==> config.mk <==
export PLATFORM = sky130hd
export DESIGN_NAME = tnoc_packet_link
export DESIGN_NICKNAME = d
export VERILOG_FILES = /design/src/verilog/tnoc_packet_pkg.sv /design/src/verilog/tnoc_flit_pkg.sv /design/src/verilog/tnoc_flit_if.sv /design/src/verilog/tnoc_packet_link.sv /design/src/verilog/tnoc_packet_unpacker.sv /design/src/verilog/tnoc_flit_fifo.sv /design/src/verilog/tnoc_packet_packer.sv
export VERILOG_INCLUDE_DIRS = /design/src /design/src/include
export SDC_FILE = /design/constraint.sdc
export NUM_CORES = 1
export LEC_CHECK = 0
export BUFFER_PORTS_ARGS = -buffer_cell sky130_fd_sc_hd__buf_2
export CAP_MARGIN = 20
export CORE_UTILIZATION = 58
export CTS_BUF_LIST = sky130_fd_sc_hd__clkbuf_16
export DETAILED_ROUTE_END_ITERATION = 10
export MAX_ROUTING_LAYER = met4
export PLACE_DENSITY = 0.86
export SLEW_MARGIN = 40
export SYNTH_ARGS = -nofsm -noshare
export SYNTH_HDL_FRONTEND = slang
export SYNTH_SLANG_ARGS = --single-unit
==> constraint.sdc <==
create_clock -name clk -period 5.2 [get_ports clk]
set_input_delay 0.26 -clock clk [delete_from_list [all_inputs] [get_ports clk]]
set_output_delay 0.26 -clock clk [all_outputs]
set_load 0.03 [all_outputs]
==> src/include/tnoc_defs.svh <==
`ifndef TNOC_DEFS_SVH
`define TNOC_DEFS_SVH

`define TNOC_FLIT_DATA_WIDTH    36  // payload data plus byte enables.
`define TNOC_DATA_WIDTH         32
`define TNOC_BYTE_ENABLE_WIDTH  4
`define TNOC_ADDRESS_WIDTH      32
`define TNOC_ID_WIDTH           4
`define TNOC_TAG_WIDTH          4
`define TNOC_BURST_LENGTH_WIDTH 8   // encoded as length minus one.
`define TNOC_STATUS_WIDTH       2
`define TNOC_FIFO_DEPTH         4

`endif
==> src/verilog/tnoc_packet_pkg.sv <==
`include "tnoc_defs.svh"

package tnoc_packet_pkg;
  localparam int common_header_width = 2 + 2 * `TNOC_ID_WIDTH + `TNOC_TAG_WIDTH +
                                       `TNOC_BURST_LENGTH_WIDTH + `TNOC_STATUS_WIDTH;

  typedef enum logic [1:0] {
    tnoc_write_request  = 2'b00,
    tnoc_read_request   = 2'b01,
    tnoc_read_response  = 2'b10,
    tnoc_write_response = 2'b11
  } tnoc_packet_type_e;

  // header flit 0.
  typedef struct packed {
    logic [`TNOC_FLIT_DATA_WIDTH-common_header_width-1:0] reserved;
    logic [`TNOC_STATUS_WIDTH-1:0]                        status;
    logic [`TNOC_BURST_LENGTH_WIDTH-1:0]                  burst_length;
    logic [`TNOC_TAG_WIDTH-1:0]                           tag;
    logic [`TNOC_ID_WIDTH-1:0]                            source_id;
    logic [`TNOC_ID_WIDTH-1:0]                            destination_id;
    tnoc_packet_type_e                                    packet_type;
  } tnoc_common_header_t;

  // header flit 1, requests only.
  typedef struct packed {
    logic [`TNOC_FLIT_DATA_WIDTH-`TNOC_ADDRESS_WIDTH-1:0] reserved;
    logic [`TNOC_ADDRESS_WIDTH-1:0]                       address;
  } tnoc_request_header_t;

  function automatic logic [`TNOC_BURST_LENGTH_WIDTH-1:0] encode_burst_length(
    input logic [`TNOC_BURST_LENGTH_WIDTH:0] burst_length
  );
    logic [`TNOC_BURST_LENGTH_WIDTH:0] length_minus_one;
    length_minus_one = burst_length - 1'b1;
    return length_minus_one[`TNOC_BURST_LENGTH_WIDTH-1:0];  // 256 wraps to 8'hff.
  endfunction

  function automatic logic [`TNOC_BURST_LENGTH_WIDTH:0] decode_burst_length(
    input logic [`TNOC_BURST_LENGTH_WIDTH-1:0] encoded_length
  );
    return {1'b0, encoded_length} + 1'b1;
  endfunction

  function automatic logic has_payload(input tnoc_packet_type_e packet_type);
    return (packet_type == tnoc_write_request) || (packet_type == tnoc_read_response);
  endfunction

  function automatic logic [1:0] header_flits(input tnoc_packet_type_e packet_type);
    if ((packet_type == tnoc_write_request) || (packet_type == tnoc_read_request)) begin
      return 2'd2;
    end
    return 2'd1;
  endfunction
endpackage

==> src/verilog/tnoc_flit_pkg.sv <==
`include "tnoc_defs.svh"

package tnoc_flit_pkg;
  typedef enum logic {
    tnoc_header_flit  = 1'b0,
    tnoc_payload_flit = 1'b1
  } tnoc_flit_kind_e;

  // one payload beat fills a whole flit.
  typedef struct packed {
    logic [`TNOC_DATA_WIDTH-1:0]        data;
    logic [`TNOC_BYTE_ENABLE_WIDTH-1:0] byte_enable;
  } tnoc_payload_t;

  typedef struct packed {
    tnoc_flit_kind_e                  kind;
    logic                             tail;  // final flit of a packet.
    logic [`TNOC_FLIT_DATA_WIDTH-1:0] data;
  } tnoc_flit_t;
endpackage

==> src/verilog/tnoc_flit_if.sv <==
`include "tnoc_defs.svh"

interface tnoc_flit_if
  import tnoc_flit_pkg::*;
();
  logic                             valid;
  logic                             ready;
  tnoc_flit_kind_e                  kind;
  logic                             tail;
  logic [`TNOC_FLIT_DATA_WIDTH-1:0] data;

  modport initiator (
    output valid,
    input  ready,
    output kind,
    output tail,
    output data
  );

  modport target (
    input  valid,
    output ready,
    input  kind,
    input  tail,
    input  data
  );
endinterface

==> src/verilog/tnoc_packet_link.sv <==
`include "tnoc_defs.svh"

module tnoc_packet_link
  import tnoc_packet_pkg::*;
(
  input  logic                               clk,
  input  logic                               rst_n,
  input  logic                               send_header_valid,
  output logic                               send_header_ready,
  input  tnoc_packet_type_e                  send_packet_type,
  input  logic [`TNOC_ID_WIDTH-1:0]          send_destination_id,
  input  logic [`TNOC_ID_WIDTH-1:0]          send_source_id,
  input  logic [`TNOC_TAG_WIDTH-1:0]         send_tag,
  input  logic [`TNOC_BURST_LENGTH_WIDTH:0]  send_burst_length,
  input  logic [`TNOC_ADDRESS_WIDTH-1:0]     send_address,
  input  logic [`TNOC_STATUS_WIDTH-1:0]      send_status,
  input  logic                               send_payload_valid,
  output logic                               send_payload_ready,
  input  logic                               send_payload_last,
  input  logic [`TNOC_DATA_WIDTH-1:0]        send_data,
  input  logic [`TNOC_BYTE_ENABLE_WIDTH-1:0] send_byte_enable,
  output logic                               recv_header_valid,
  input  logic                               recv_header_ready,
  output tnoc_packet_type_e                  recv_packet_type,
  output logic [`TNOC_ID_WIDTH-1:0]          recv_destination_id,
  output logic [`TNOC_ID_WIDTH-1:0]          recv_source_id,
  output logic [`TNOC_TAG_WIDTH-1:0]         recv_tag,
  output logic [`TNOC_BURST_LENGTH_WIDTH:0]  recv_burst_length,
  output logic [`TNOC_ADDRESS_WIDTH-1:0]     recv_address,
  output logic [`TNOC_STATUS_WIDTH-1:0]      recv_status,
  output logic                               recv_payload_valid,
  input  logic                               recv_payload_ready,
  output logic                               recv_payload_last,
  output logic [`TNOC_DATA_WIDTH-1:0]        recv_data,
  output logic [`TNOC_BYTE_ENABLE_WIDTH-1:0] recv_byte_enable
);
  tnoc_flit_if packer_flit_if();
  tnoc_flit_if fifo_flit_if();

  tnoc_packet_packer u_packer (
    .clk            (clk                ),
    .rst_n          (rst_n              ),
    .header_valid   (send_header_valid  ),
    .header_ready   (send_header_ready  ),
    .packet_type    (send_packet_type   ),
    .destination_id (send_destination_id),
    .source_id      (send_source_id     ),
    .tag            (send_tag           ),
    .burst_length   (send_burst_length  ),
    .address        (send_address       ),
    .status         (send_status        ),
    .payload_valid  (send_payload_valid ),
    .payload_ready  (send_payload_ready ),
    .payload_last   (send_payload_last  ),
    .data           (send_data          ),
    .byte_enable    (send_byte_enable   ),
    .flit_out_if    (packer_flit_if     )
  );

  tnoc_flit_fifo u_fifo (
    .clk         (clk           ),
    .rst_n       (rst_n         ),
    .flit_in_if  (packer_flit_if),
    .flit_out_if (fifo_flit_if  )
  );

  tnoc_packet_unpacker u_unpacker (
    .clk            (clk                ),
    .rst_n          (rst_n              ),
    .flit_in_if     (fifo_flit_if       ),
    .header_valid   (recv_header_valid  ),
    .header_ready   (recv_header_ready  ),
    .packet_type    (recv_packet_type   ),
    .destination_id (recv_destination_id),
    .source_id      (recv_source_id     ),
    .tag            (recv_tag           ),
    .burst_length   (recv_burst_length  ),
    .address        (recv_address       ),
    .status         (recv_status        ),
    .payload_valid  (recv_payload_valid ),
    .payload_ready  (recv_payload_ready ),
    .payload_last   (recv_payload_last  ),
    .data           (recv_data          ),
    .byte_enable    (recv_byte_enable   )
  );
endmodule

==> src/verilog/tnoc_packet_unpacker.sv <==
`include "tnoc_defs.svh"

module tnoc_packet_unpacker
  import tnoc_flit_pkg::*, tnoc_packet_pkg::*;
(
  input  logic                               clk,
  input  logic                               rst_n,
  tnoc_flit_if.target                        flit_in_if,
  output logic                               header_valid,
  input  logic                               header_ready,
  output tnoc_packet_type_e                  packet_type,
  output logic [`TNOC_ID_WIDTH-1:0]          destination_id,
  output logic [`TNOC_ID_WIDTH-1:0]          source_id,
  output logic [`TNOC_TAG_WIDTH-1:0]         tag,
  output logic [`TNOC_BURST_LENGTH_WIDTH:0]  burst_length,
  output logic [`TNOC_ADDRESS_WIDTH-1:0]     address,
  output logic [`TNOC_STATUS_WIDTH-1:0]      status,
  output logic                               payload_valid,
  input  logic                               payload_ready,
  output logic                               payload_last,
  output logic [`TNOC_DATA_WIDTH-1:0]        data,
  output logic [`TNOC_BYTE_ENABLE_WIDTH-1:0] byte_enable
);
  logic                 flit_count;
  logic                 payload_open;
  logic                 header_flit;
  logic                 last_header_flit;
  logic                 flit_ack;
  tnoc_common_header_t  header_buffer;
  tnoc_common_header_t  common_header;
  tnoc_request_header_t request_header;
  tnoc_payload_t        payload;

  assign header_flit      = (flit_in_if.kind == tnoc_header_flit);
  assign common_header    = flit_count ? header_buffer : tnoc_common_header_t'(flit_in_if.data);
  assign request_header   = tnoc_request_header_t'(flit_in_if.data);
  assign payload          = tnoc_payload_t'(flit_in_if.data);
  assign last_header_flit =
    ({1'b0, flit_count} == (header_flits(common_header.packet_type) - 2'd1));

  // early header flits are taken without waiting on the consumer.
  assign flit_in_if.ready = header_flit ? (!last_header_flit || header_ready) : payload_ready;
  assign flit_ack         = flit_in_if.valid && flit_in_if.ready;

  assign header_valid   = flit_in_if.valid && header_flit && last_header_flit;
  assign packet_type    = common_header.packet_type;
  assign destination_id = common_header.destination_id;
  assign source_id      = common_header.source_id;
  assign tag            = common_header.tag;
  assign burst_length   = decode_burst_length(common_header.burst_length);
  assign status         = common_header.status;
  assign address        = request_header.address;  // meaningful for requests only.

  assign payload_valid = flit_in_if.valid && !header_flit;
  assign payload_last  = flit_in_if.tail;
  assign data          = payload.data;
  assign byte_enable   = payload.byte_enable;

  always_ff @(posedge clk) begin
    if (flit_ack && header_flit && !last_header_flit) begin
      header_buffer <= tnoc_common_header_t'(flit_in_if.data);
    end
  end

  always_ff @(posedge clk, negedge rst_n) begin
    if (!rst_n) begin
      flit_count   <= 1'b0;
      payload_open <= 1'b0;
    end else if (flit_ack && header_flit) begin
      flit_count <= !last_header_flit;
      if (last_header_flit) begin
        payload_open <= has_payload(common_header.packet_type);
      end
    end else if (flit_ack && flit_in_if.tail) begin
      payload_open <= 1'b0;
    end
  end

  assert property (@(posedge clk) disable iff (!rst_n)
    flit_in_if.valid && header_flit |-> !payload_open)
    else $error("header flit inside an open payload");

  assert property (@(posedge clk) disable iff (!rst_n)
    flit_in_if.valid && !header_flit |-> payload_open)
    else $error("payload flit without a header that carries payload");
endmodule

==> src/verilog/tnoc_flit_fifo.sv <==
`include "tnoc_defs.svh"

module tnoc_flit_fifo
  import tnoc_flit_pkg::*;
#(
  parameter type entry_t = tnoc_flit_t
)(
  input logic            clk,
  input logic            rst_n,
  tnoc_flit_if.target    flit_in_if,
  tnoc_flit_if.initiator flit_out_if
);
  localparam int depth       = `TNOC_FIFO_DEPTH;
  localparam int ptr_width   = (depth > 1) ? $clog2(depth) : 1;
  localparam int count_width = $clog2(depth + 1);

  entry_t                 mem [depth];
  logic [ptr_width-1:0]   wr_ptr;
  logic [ptr_width-1:0]   rd_ptr;
  logic [count_width-1:0] count;
  logic                   push;
  logic                   pop;
  tnoc_flit_t             in_flit;
  tnoc_flit_t             out_flit;

  function automatic logic [ptr_width-1:0] next_ptr(input logic [ptr_width-1:0] ptr);
    return (ptr == ptr_width'(depth - 1)) ? '0 : ptr + 1'b1;
  endfunction

  assign in_flit.kind = flit_in_if.kind;
  assign in_flit.tail = flit_in_if.tail;
  assign in_flit.data = flit_in_if.data;

  assign flit_in_if.ready = (count != count_width'(depth));
  assign push             = flit_in_if.valid && flit_in_if.ready;
  assign pop              = flit_out_if.valid && flit_out_if.ready;

  // output comes straight from storage, so a new entry shows a cycle later.
  assign out_flit          = tnoc_flit_t'(mem[rd_ptr]);
  assign flit_out_if.valid = (count != '0);
  assign flit_out_if.kind  = out_flit.kind;
  assign flit_out_if.tail  = out_flit.tail;
  assign flit_out_if.data  = out_flit.data;

  always_ff @(posedge clk) begin
    if (push) begin
      mem[wr_ptr] <= entry_t'(in_flit);
    end
  end

  always_ff @(posedge clk, negedge rst_n) begin
    if (!rst_n) begin
      wr_ptr <= '0;
      rd_ptr <= '0;
      count  <= '0;
    end else begin
      if (push) begin
        wr_ptr <= next_ptr(wr_ptr);
      end
      if (pop) begin
        rd_ptr <= next_ptr(rd_ptr);
      end
      case ({push, pop})
        2'b10:   count <= count + 1'b1;
        2'b01:   count <= count - 1'b1;
        default: count <= count;
      endcase
    end
  end

  // an occupied slot under the write pointer means the buffer is full.
  assert property (@(posedge clk) disable iff (!rst_n)
    push |-> (count == '0) || (wr_ptr != rd_ptr))
    else $error("write into a full FIFO");

  assert property (@(posedge clk) disable iff (!rst_n)
    flit_out_if.valid && !flit_out_if.ready |=> flit_out_if.valid && $stable(out_flit))
    else $error("FIFO output dropped or changed before it was taken");
endmodule

==> src/verilog/tnoc_packet_packer.sv <==
`include "tnoc_defs.svh"

module tnoc_packet_packer
  import tnoc_flit_pkg::*, tnoc_packet_pkg::*;
(
  input  logic                               clk,
  input  logic                               rst_n,
  input  logic                               header_valid,
  output logic                               header_ready,
  input  tnoc_packet_type_e                  packet_type,
  input  logic [`TNOC_ID_WIDTH-1:0]          destination_id,
  input  logic [`TNOC_ID_WIDTH-1:0]          source_id,
  input  logic [`TNOC_TAG_WIDTH-1:0]         tag,
  input  logic [`TNOC_BURST_LENGTH_WIDTH:0]  burst_length,
  input  logic [`TNOC_ADDRESS_WIDTH-1:0]     address,
  input  logic [`TNOC_STATUS_WIDTH-1:0]      status,
  input  logic                               payload_valid,
  output logic                               payload_ready,
  input  logic                               payload_last,
  input  logic [`TNOC_DATA_WIDTH-1:0]        data,
  input  logic [`TNOC_BYTE_ENABLE_WIDTH-1:0] byte_enable,
  tnoc_flit_if.initiator                     flit_out_if
);
  logic                              flit_count;  // header flit index.
  logic                              payload_phase;
  logic [`TNOC_BURST_LENGTH_WIDTH:0] beats_left;
  logic                              last_header_flit;
  logic                              header_flit_ack;
  logic                              payload_flit_ack;
  tnoc_common_header_t               common_header;
  tnoc_request_header_t              request_header;
  tnoc_payload_t                     payload;

  always_comb begin
    common_header                = '0;
    common_header.packet_type    = packet_type;
    common_header.destination_id = destination_id;
    common_header.source_id      = source_id;
    common_header.tag            = tag;
    common_header.burst_length   = encode_burst_length(burst_length);
    common_header.status         = status;
    request_header               = '0;
    request_header.address       = address;
  end

  assign payload.data        = data;
  assign payload.byte_enable = byte_enable;
  assign last_header_flit    = ({1'b0, flit_count} == (header_flits(packet_type) - 2'd1));

  assign flit_out_if.valid = payload_phase ? payload_valid : header_valid;
  assign flit_out_if.kind  = payload_phase ? tnoc_payload_flit : tnoc_header_flit;
  assign flit_out_if.tail  = payload_phase ? payload_last :
                             (last_header_flit && !has_payload(packet_type));

  always_comb begin
    if (payload_phase) begin
      flit_out_if.data = payload;
    end else if (flit_count) begin
      flit_out_if.data = request_header;
    end else begin
      flit_out_if.data = common_header;
    end
  end

  assign header_ready     = !payload_phase && last_header_flit && flit_out_if.ready;
  assign payload_ready    = payload_phase && flit_out_if.ready;
  assign header_flit_ack  = !payload_phase && header_valid && flit_out_if.ready;
  assign payload_flit_ack = payload_phase && payload_valid && flit_out_if.ready;

  always_ff @(posedge clk, negedge rst_n) begin
    if (!rst_n) begin
      flit_count    <= 1'b0;
      payload_phase <= 1'b0;
      beats_left    <= '0;
    end else begin
      if (header_flit_ack) begin
        flit_count <= !last_header_flit;
        if (last_header_flit) begin
          payload_phase <= has_payload(packet_type);  // holds off the next header.
          beats_left    <= burst_length;
        end
      end
      if (payload_flit_ack) begin
        payload_phase <= !payload_last;
        beats_left    <= beats_left - 1'b1;
      end
    end
  end

  assert property (@(posedge clk) disable iff (!rst_n)
    payload_flit_ack |-> (payload_last == (beats_left == 1)))
    else $error("payload_last disagrees with the burst length");

  assert property (@(posedge clk) disable iff (!rst_n)
    header_valid && !header_ready |=>
      header_valid && $stable(common_header) && $stable(address))
    else $error("header changed while waiting for ready");
endmodule

==> results_dict.tcl, run 1 <==
set metrics [dict create \
    reg2regPathDepth 11 \
    setup-violations-final 0 \
    syn_avg_cell_area_sq_um 15.5 \
    worstHoldStart "send_packet_type[0]" \
    slew_headroom_pct 52.0 \
    cp.required_ns 4.94 \
    clk_pin_slew_ns 0.06 \
    core-area_sq_mm 0.0138 \
    maxCapViolCount 0 \
    die_y_microns 121 \
    status "finished clean" \
    rsz0062_at_grt "false" \
    grt_max_degree 42 \
    reg2reg_slack_ns 1.95 \
    ctsHtreeMaxLevel 4 \
    clockBufferDepth 2 \
    period_needed_ns 3.50 \
    slew_viol_final 0 \
    area_growth_pct 18.5 \
    yosys_warnings 0 \
    yosys.cell_types.count 38 \
    drc 0 \
    overflow 0 \
    detail_route.wl_per_cell_microns 18.3 \
    clkSinkCount 186 \
    critPathLaunch "u_fifo.rd_ptr[0]" \
    ios 198 \
    yosysSeqAreaShare_pct 67.4 \
    routed_wl_microns 16200 \
    clock_latency_ns 0.41 \
    synth.top_cells.by_area "edfxtp_1 (64%), mux4_2 (10%), nand2_1 (3.9%)" \
    numCtsBuffers 17 \
    grt_pass1_wl_microns 24500 \
    die_w_microns 121 \
    synth_top_area_share_pct 64.3 \
    dieArea_sq_mm 0.0146 \
    antenna_found_initial 0 \
    cp_max_fo 17 \
    start_util_pct 59.4 \
    hp-class "input port to flip-flop" \
    r2r_start "u_fifo.rd_ptr[0]" \
    finalHoldViolCount 0 \
    cp.arrival_ns 3.24 \
    nNetsFinal 801 \
    first_iter_violations 298 \
    critPathCapture "recv_burst_length[6]" \
    cts_root_buf "clkbuf_16" \
    viasPerCell 5.58 \
    cp-end-kind "output pin" \
    synth_fp_nets 638 \
    drtPass1Iterations 5 \
    path_class "flip-flop to output pin" \
    port-buffer-count 196 \
    syn_inst 529 \
    diodes 0 \
    synth.largest_area_cell "edfxtp_1" \
    vias 4937 \
    rows 43 \
    fmax_ghz 0.286 \
    gp_congestion 0.818 \
    r2r-end "u_fifo.count[2]" \
    synth_area_sq_mm 0.00821 \
    dp_hpwl_microns 10700 \
    tightest_slew_ns 0.721 \
    ant_nets 0 \
    crit_path_start_kind "flip-flop" \
    cts_tree "yes" \
    post_cts_resized 0 \
    grt_pass1_vias 4803 \
    drive_above_1_share_pct 39.4 \
    grt.total_usage_pct 23.5 \
    nFillCells 895 \
    ys_ff_latch 186 \
    setup_tns_ns 0 \
    finalCritPeriodShare_pct 67.3 \
    skew_ns 0.00921 \
]
-- registers in the layout, indices dropped and copies added (netlist names) --
name and count:
u_fifo.count 3, u_fifo.mem 152, u_fifo.rd_ptr 2, u_fifo.wr_ptr 2, u_packer.flit_count 1, u_packer.payload_phase 1, u_unpacker.flit_count 1, u_unpacker.header_buffer 24
-- stage by stage --
stage | setup WS (ns) | instance area [sq um] | hold WS [ns] | instances | utilization (%)
after floorplan | 1.89 | 8210 | -0.0356 | 529 | -
after global placement | 1.88 | 9110 | 0.132 | 852 | 65.9
after detailed placement | 1.93 | 9120 | 0.140 | 852 | 66.0
after CTS | 1.65 | 9730 | 0.0748 | 885 | 70.4
after global routing | 1.48 | 9730 | 0.0720 | 885 | 70.4
final | 1.70 | 9730 | 0.0913 | 885 | 70.4
-- synth_stat cells --
master,instances
edfxtp_1,176
nand2_1,86
mux4_2,38
buf_4,33
o21ai_0,31
mux2i_1,27
inv_1,14
clkbuf_1,13
dfrtp_1,10
nor2_1,10
and2_1,9
a22o_1,8
ha_1,8
xor2_1,8
xnor2_1,7
a21oi_1,6
buf_1,5
buf_2,5
nand3_1,5
nand2b_1,4
nor2b_1,4
nor3_1,4
mux2_1,2
nand4_1,2
a21o_1,1
a221o_1,1
a22oi_1,1
a41oi_1,1
and3_1,1
and4_1,1
buf_6,1
fa_1,1
mux2_2,1
nor4_1,1
o21ai_2,1
o31ai_1,1
or2_2,1
or3_1,1
-- worst max-delay path, stage by stage (launching register included) --
cell and delay (ns):
dfrtp_2 0.75, mux4_2 0.65, nand2_1 0.09, and2_1 0.14, inv_1 0.04, ha_1 0.22
and4_1 0.20, a41oi_1 0.24, a21o_1 0.15, xor2_1 0.12, buf_2 0.21
-- layer usage --
layer	track usage (%)	up-vias	part of all wire (%)
met5	-	-	0
met4	7.41	0	1.3
met3	5.08	22	6.8
met2	38.2	240	51
met1	29.9	2395	41
li1	-	2280	-
-- worst min-delay path by stage --
stage / end / slack, ns / cells past startpoint
floorplan: u_fifo.count[0] / -0.04 / 0
global placement: u_packer.flit_count / 0.13 / 1
detailed placement: u_packer.flit_count / 0.14 / 1
CTS: u_packer.payload_phase / 0.07 / 2
global route: u_packer.payload_phase / 0.07 / 2
finish: u_packer.payload_phase / 0.09 / 2
-- area by class of cell --
cell class / instances / area [sq um] / area share [%]
multi-input combinational: 272 / 2290 / 23.6
clock inverter: 15 / 175 / 1.80
clock buffer: 17 / 425 / 4.37
tap: 180 / 225 / 2.31
sequential: 186 / 5540 / 56.9
timing repair buffer: 201 / 1020 / 10.5
inverter: 14 / 52.6 / 0.540
-- cell usage in the layout, fill, tap and decap left out, types with 8 or more instances in the layout --
| cell | instances |
|---|---|
| a22o_1 | 8 |
| buf_2 | 196 |
| clkbuf_16 | 17 |
| edfxtp_1 | 176 |
| ha_1 | 8 |
| inv_1 | 15 |
| mux2i_1 | 27 |
| mux4_2 | 38 |
| nand2_1 | 86 |
| nor2_1 | 9 |
| o21ai_0 | 31 |
| xor2_1 | 8 |
-- repair_timing --
item / CTS / global route
setup buffers: 0 / 0
hold buffers: 1 / 0
endpoints found under the setup margin: 0 / 0
endpoints found under the hold margin: 10 / 0
-- kinds of logic after synthesis --
family | count (synthesis) | share of synthesized area [%]
DFF | 186 | 67.4
and+or+nand+nor | 129 | 6.79
buffers and inverters | 71 | 4.92
muxes | 68 | 14.1
AOI/OAI and AO/OA | 51 | 3.72
xor gates and xnor gates | 15 | 1.60
adders and majority gates | 9 | 1.46
Power of run 1 is left out: the tool's default activity adds up to more than one toggle a clock period on the data nets, which glitch-free logic cannot reach.
==> run 2: changes to the inputs <==
--- a/config.mk
+++ b/config.mk
@@ -8,11 +8,11 @@
 export LEC_CHECK = 0
 export BUFFER_PORTS_ARGS = -buffer_cell sky130_fd_sc_hd__buf_2
 export CAP_MARGIN = 20
-export CORE_UTILIZATION = 58
+export CORE_UTILIZATION = 54
 export CTS_BUF_LIST = sky130_fd_sc_hd__clkbuf_16
 export DETAILED_ROUTE_END_ITERATION = 10
 export MAX_ROUTING_LAYER = met4
-export PLACE_DENSITY = 0.86
+export PLACE_DENSITY = 0.8
 export SLEW_MARGIN = 40
 export SYNTH_ARGS = -nofsm -noshare
 export SYNTH_HDL_FRONTEND = slang
==> constraint.sdc (replaced) <==
create_clock -name clk -period 3.3 [get_ports clk]
set_input_delay 0.165 -clock clk [delete_from_list [all_inputs] [get_ports clk]]
set_output_delay 0.165 -clock clk [all_outputs]
set_load 0.03 [all_outputs]
==> run 2 against run 1 <==
The run now ends with design-rule violations left. Largest cell class unchanged. Critical path depth is the same. Flip-flop and latch count stayed put. Final cell count increased by 1.9%. First-iteration DRC count grew 14%. Sequential share of layout area decreased by 0.96 points. Register-to-register slack worse by 1.6 ns. Routed wire length increased by 3.2%.
==> results_dict.tcl, run 2 (synthesized netlist as in run 1, its figures left out) <==
set metrics [dict create \
    period_needed_ns 3.10 \
    cp_max_fo 8 \
    drtPass1Iterations 8 \
    rows 44 \
    finalHoldViolCount 0 \
    place_area_sq_mm 0.00923 \
    path_class "flip-flop to output pin" \
    routed_wl_microns 16700 \
    drc 7 \
    clock_latency_ns 0.43 \
    slew_headroom_pct 48.8 \
    port-buffer-count 196 \
    dieArea_sq_mm 0.0157 \
    die_w_microns 125 \
    nFillCells 985 \
    first_iter_violations 339 \
    cp.required_ns 3.13 \
    ios 198 \
    numCtsBuffers 17 \
    regMostFlops "u_fifo.mem" \
    ctsHtreeMaxLevel 4 \
    cts_tree "yes" \
    skew_ns 0.00806 \
    clkSinkCount 186 \
    reg2reg_slack_ns 0.38 \
    viasPerCell 5.50 \
    layout_common_cells "buf_2 (196), edfxtp_1 (176), nand2_1 (86)" \
    grt.total_usage_pct 23.4 \
    multi_input_area_sq_mm 0.00228 \
    grt_max_degree 45 \
    rsz0062_at_grt "false" \
    cts_root_buf "clkbuf_16" \
    cp.arrival_ns 2.94 \
    detail_route.wl_per_cell_microns 18.5 \
    setup_tns_ns 0 \
    vias 4959 \
    antenna_found_initial 0 \
    register_area_sq_mm 0.00554 \
    setup-violations-final 0 \
    largest_reg_flops 152 \
    clockBufferDepth 2 \
    die_y_microns 125 \
    drive_above_1_share_pct 40.5 \
    core-area_sq_mm 0.0147 \
    overflow 0 \
    diodes 0 \
    gp_congestion 0.875 \
    slew_viol_final 0 \
    grt_pass1_vias 4997 \
    crit_path_start_kind "flip-flop" \
    start_util_pct 55.9 \
    area_growth_pct 20.5 \
    layout_commonest_cell "buf_2" \
    worst_slack_ns 0.196 \
    violations "design-rule violations" \
    fin_util_pct 67.4 \
    ant_nets 0 \
    finalCritPeriodShare_pct 94.1 \
    dp_hpwl_microns 11400 \
    hp-class "input port to flip-flop" \
    cp-end-kind "output pin" \
    status "finished, violations left" \
    dpl_worst_slack_ns 0.423 \
    clk_pin_slew_ns 0.06 \
    tightest_slew_ns 0.761 \
    fmax_ghz 0.322 \
    nNetsFinal 814 \
    top_regs "u_fifo.mem (152), u_unpacker.header_buffer (24), u_fifo.count (3)" \
    maxCapViolCount 0 \
    grt_pass1_wl_microns 26200 \
    finalInstanceArea_sq_mm 0.00990 \
]
[run 2: changes by cell type in the layout (fill, tap and decap cells not counted), sizes merged]
cell         change
inv              -1
buf             +12
dlygate4sd3      +1
clkinv           -2
clkinvlp         +2
bufinv           +1
[run 2: routing by layer]
layer | share of wire [%] | vias to the layer above | global-route usage [%] | wire (microns)
met5 | 0 | - | - | 0
met4 | 2.4 | 0 | 9.97 | 400
met3 | 5.1 | 32 | 4.54 | 854
met2 | 51 | 202 | 38.7 | 8490
met1 | 42 | 2424 | 28.2 | 6940
li1 | - | 2301 | - | -
[run 2: timing repair]
action | in CTS | in global routing
hold buffers | 2 | 0
gates resized for setup | 0 | 0
setup endpoints to repair | 0 | 1
buffers inserted | 0 | 4
hold endpoints to repair | 11 | 0
[run 2: area by class of cell]
| class | count | share of cell area [%] |
|---|---|---|
| repair buffers | 214 | 11.8 |
| multi-input cells | 272 | 23.0 |
| clock buffers | 17 | 4.30 |
| well taps | 184 | 2.32 |
| flip-flops and latches | 186 | 56.0 |
| clock inverters | 15 | 2.00 |
| inverters | 14 | 0.531 |
[run 2: worst paths after layout]
| check | startpoint | end | cells past startpoint |
|---|---|---|---|
| setup / recovery | u_fifo.rd_ptr[0] | recv_burst_length[6] | 10 |
| hold / removal | send_payload_valid | u_packer.payload_phase | 4 |
| setup reg to reg | u_fifo.rd_ptr[0] | u_fifo.count[2] | 12 |
| hold reg to reg | u_fifo.count[2] | u_fifo.count[2] | 1 |
| max in group asynchronous | rst_n | u_packer.flit_count | 2 |
| min in group asynchronous | rst_n | u_packer.payload_phase | 2 |
[run 2: critical path, cell delays in order (launching register included)]
cell and delay [ns]:
dfrtp_2 0.48, mux4_2 0.59, nand2_1 0.09, and2_1 0.14, inv_1 0.05, ha_1 0.22
and4_1 0.21, a41oi_1 0.24, a21o_1 0.15, xor2_1 0.14, buf_2 0.21
[run 2: through the flow]
step	hold slack [ns]	std cells
final	0.0701	902
after CTS	0.0493	898
after floorplan	-0.131	529
after global routing	0.0626	902
after global placement	0.0376	864
after detailed placement	0.0559	864
Power of run 2 is left out for the same reason.
==> run 3: changes to the inputs <==
--- a/config.mk
+++ b/config.mk
@@ -6,13 +6,14 @@
 export SDC_FILE = /design/constraint.sdc
 export NUM_CORES = 1
 export LEC_CHECK = 0
-export BUFFER_PORTS_ARGS = -buffer_cell sky130_fd_sc_hd__buf_2
 export CAP_MARGIN = 20
-export CORE_UTILIZATION = 54
+export CORE_UTILIZATION = 63
 export CTS_BUF_LIST = sky130_fd_sc_hd__clkbuf_16
 export DETAILED_ROUTE_END_ITERATION = 10
+export DONT_BUFFER_PORTS = 1
 export MAX_ROUTING_LAYER = met4
-export PLACE_DENSITY = 0.8
+export PLACE_DENSITY = 0.79
+export SETUP_SLACK_MARGIN = 0.4
 export SLEW_MARGIN = 40
 export SYNTH_ARGS = -nofsm -noshare
 export SYNTH_HDL_FRONTEND = slang
==> run 3 against run 2 <==
The flow now finishes without violations. Global-route usage up 0.92 points. Clock skew about the same. Critical path depth unchanged. Hold slack worse by 0.047 ns. Via count down 13%. First-iteration DRC count down 8.6%. Count of clock-buffer cells in the layout unchanged. Utilization up 4.4 points. Die area down 14%. Largest cell class unchanged. Highest routed layer unchanged.
==> results_dict.tcl, run 3 (synthesized netlist as in run 1, its figures left out) <==
set metrics [dict create \
    status "finished clean" \
    port-buffer-count 0 \
    antenna_found_initial 0 \
    start_util_pct 64.8 \
    place_area_sq_mm 0.00835 \
    clockBufferDepth 2 \
    cp_max_fo 3 \
    cp_slowest_cell "mux4_2" \
    max_stage_delay_ns 0.56 \
    clock_latency_ns 0.42 \
    grt_max_degree 54 \
    finalInstanceArea_sq_mm 0.00909 \
    reg2regPathDepth 12 \
    largest_reg_flops 152 \
    hold_slack_ns 0.0235 \
    drtPass1Iterations 5 \
    top_regs "u_fifo.mem (152), u_unpacker.header_buffer (24), u_fifo.count (3)" \
    cp-end-kind "output pin" \
    cp.required_ns 3.13 \
    hp-class "input port to flip-flop" \
    tightest_slew_ns 0.722 \
    ios 198 \
    grt_pass1_vias 4317 \
    dp_hpwl_microns 9900 \
    rsz0062_at_grt "true" \
    period_needed_ns 2.82 \
    layout_common_cells "edfxtp_1 (176), nand2_1 (85), mux4_2 (38)" \
    vias 4332 \
    drive_above_1_share_pct 23.4 \
    cts_tree "yes" \
    setup_tns_ns 0 \
    die_y_microns 116 \
    die_w_microns 116 \
    detail_route.wl_per_cell_microns 20.8 \
    core-area_sq_mm 0.0127 \
    crit_path_start_kind "flip-flop" \
    gp_congestion 0.736 \
    slew_headroom_pct 51.3 \
    regMostFlops "u_fifo.mem" \
    grt.total_usage_pct 24.3 \
    ant_nets 0 \
    nNetsFinal 642 \
    area_growth_pct 10.7 \
    maxCapViolCount 0 \
    rows 41 \
    skew_ns 0.00855 \
    layout_commonest_cell "edfxtp_1" \
    clkSinkCount 186 \
    dieArea_sq_mm 0.0135 \
    cp.arrival_ns 2.66 \
    clk_pin_slew_ns 0.07 \
    viasPerCell 6.03 \
    setup-violations-final 0 \
    routed_wl_microns 15000 \
    cts_root_buf "clkbuf_16" \
    grt_pass1_wl_microns 22400 \
    r2r_start "u_fifo.rd_ptr[0]" \
    finalCritPeriodShare_pct 85.6 \
    worstHoldStart "send_address[24]" \
    ctsHtreeMaxLevel 4 \
    overflow 0 \
    path_class "flip-flop to output pin" \
    min_path_cells 1 \
    diodes 0 \
    fmax_ghz 0.354 \
    finalHoldViolCount 0 \
    slew_viol_final 0 \
    first_iter_violations 310 \
    nFillCells 808 \
    critPathLaunch "u_fifo.rd_ptr[0]" \
    numCtsBuffers 17 \
    drc 0 \
    worstPathCellList "mux4_2, nand2_2, and2_4, inv_2, ha_4, and4_1, a41oi_2, a21o_1, xor2_2, buf_6" \
]
run 3: cell types whose count changed in the layout (fill, tap and decap cells not counted), moves of 2 or more:
cell / change
buf_4: +19
xor2_2: +2
inv_6: +2
bufinv_16: -3
mux2i_2: +2
xor2_1: -2
dlygate4sd3_1: +3
ha_1: -2
clkinv_2: +2
mux2i_1: -2
buf_2: -196
run 3: path summary, 6_finish.rpt:
path | to | slack, ns
max | recv_burst_length[6] | 0.48
min | u_fifo.mem[3][24] | 0.02
max reg2reg | u_fifo.count[2] | 0.50
min reg2reg | u_fifo.count[0] | 0.49
max in group asynchronous | u_packer.flit_count | 2.81
min in group asynchronous | u_unpacker.flit_count | 0.13
run 3: worst max-delay path, delay by kind of cell (launching register included):
| kind | cells | cell delay, ns |
|---|---|---|
| simple gates | 3 | 0.40 |
| flops | 1 | 0.41 |
| compound gates | 2 | 0.36 |
| xor+xnor | 1 | 0.16 |
| fa+ha+maj | 1 | 0.16 |
| buf+inv | 2 | 0.19 |
| mux | 1 | 0.56 |
run 3: routing by layer:
metal	wire length [microns]	track usage, %
met1	6060	31.2
met2	7710	38.1
met3	981	5.19
met4	205	10.6
met5	0	-
run 3: per-stage QoR:
stage | util, % | std cells | setup slack, ns
after floorplan | - | 529 | 0.236
after global placement | 65.9 | 671 | 0.456
after detailed placement | 65.9 | 671 | 0.415
after CTS | 71.3 | 713 | 0.391
after global routing | 71.8 | 718 | 0.363
final | 71.8 | 718 | 0.476
run 3: layout make-up:
cell class	instances	area, sq um	share of cell area [%]
flip-flops and latches	186	5540	61.0
multi-input cells	272	2340	25.8
clock buffers	17	425	4.68
repair buffers	42	389	4.28
well taps	172	215	2.37
clock inverters	15	125	1.38
inverters	14	52.6	0.578
run 3: timing repair:
item / 4_1_cts / 5_1_grt
pin swaps: 1 / 8
gates resized for setup: 9 / 7
cloned: 0 / 0
hold endpoints to repair: 13 / 0
setup buffers: 5 / 5
setup endpoints to repair: 4 / 5
hold buffers: 5 / 0
Power of run 3 is left out for the same reason.
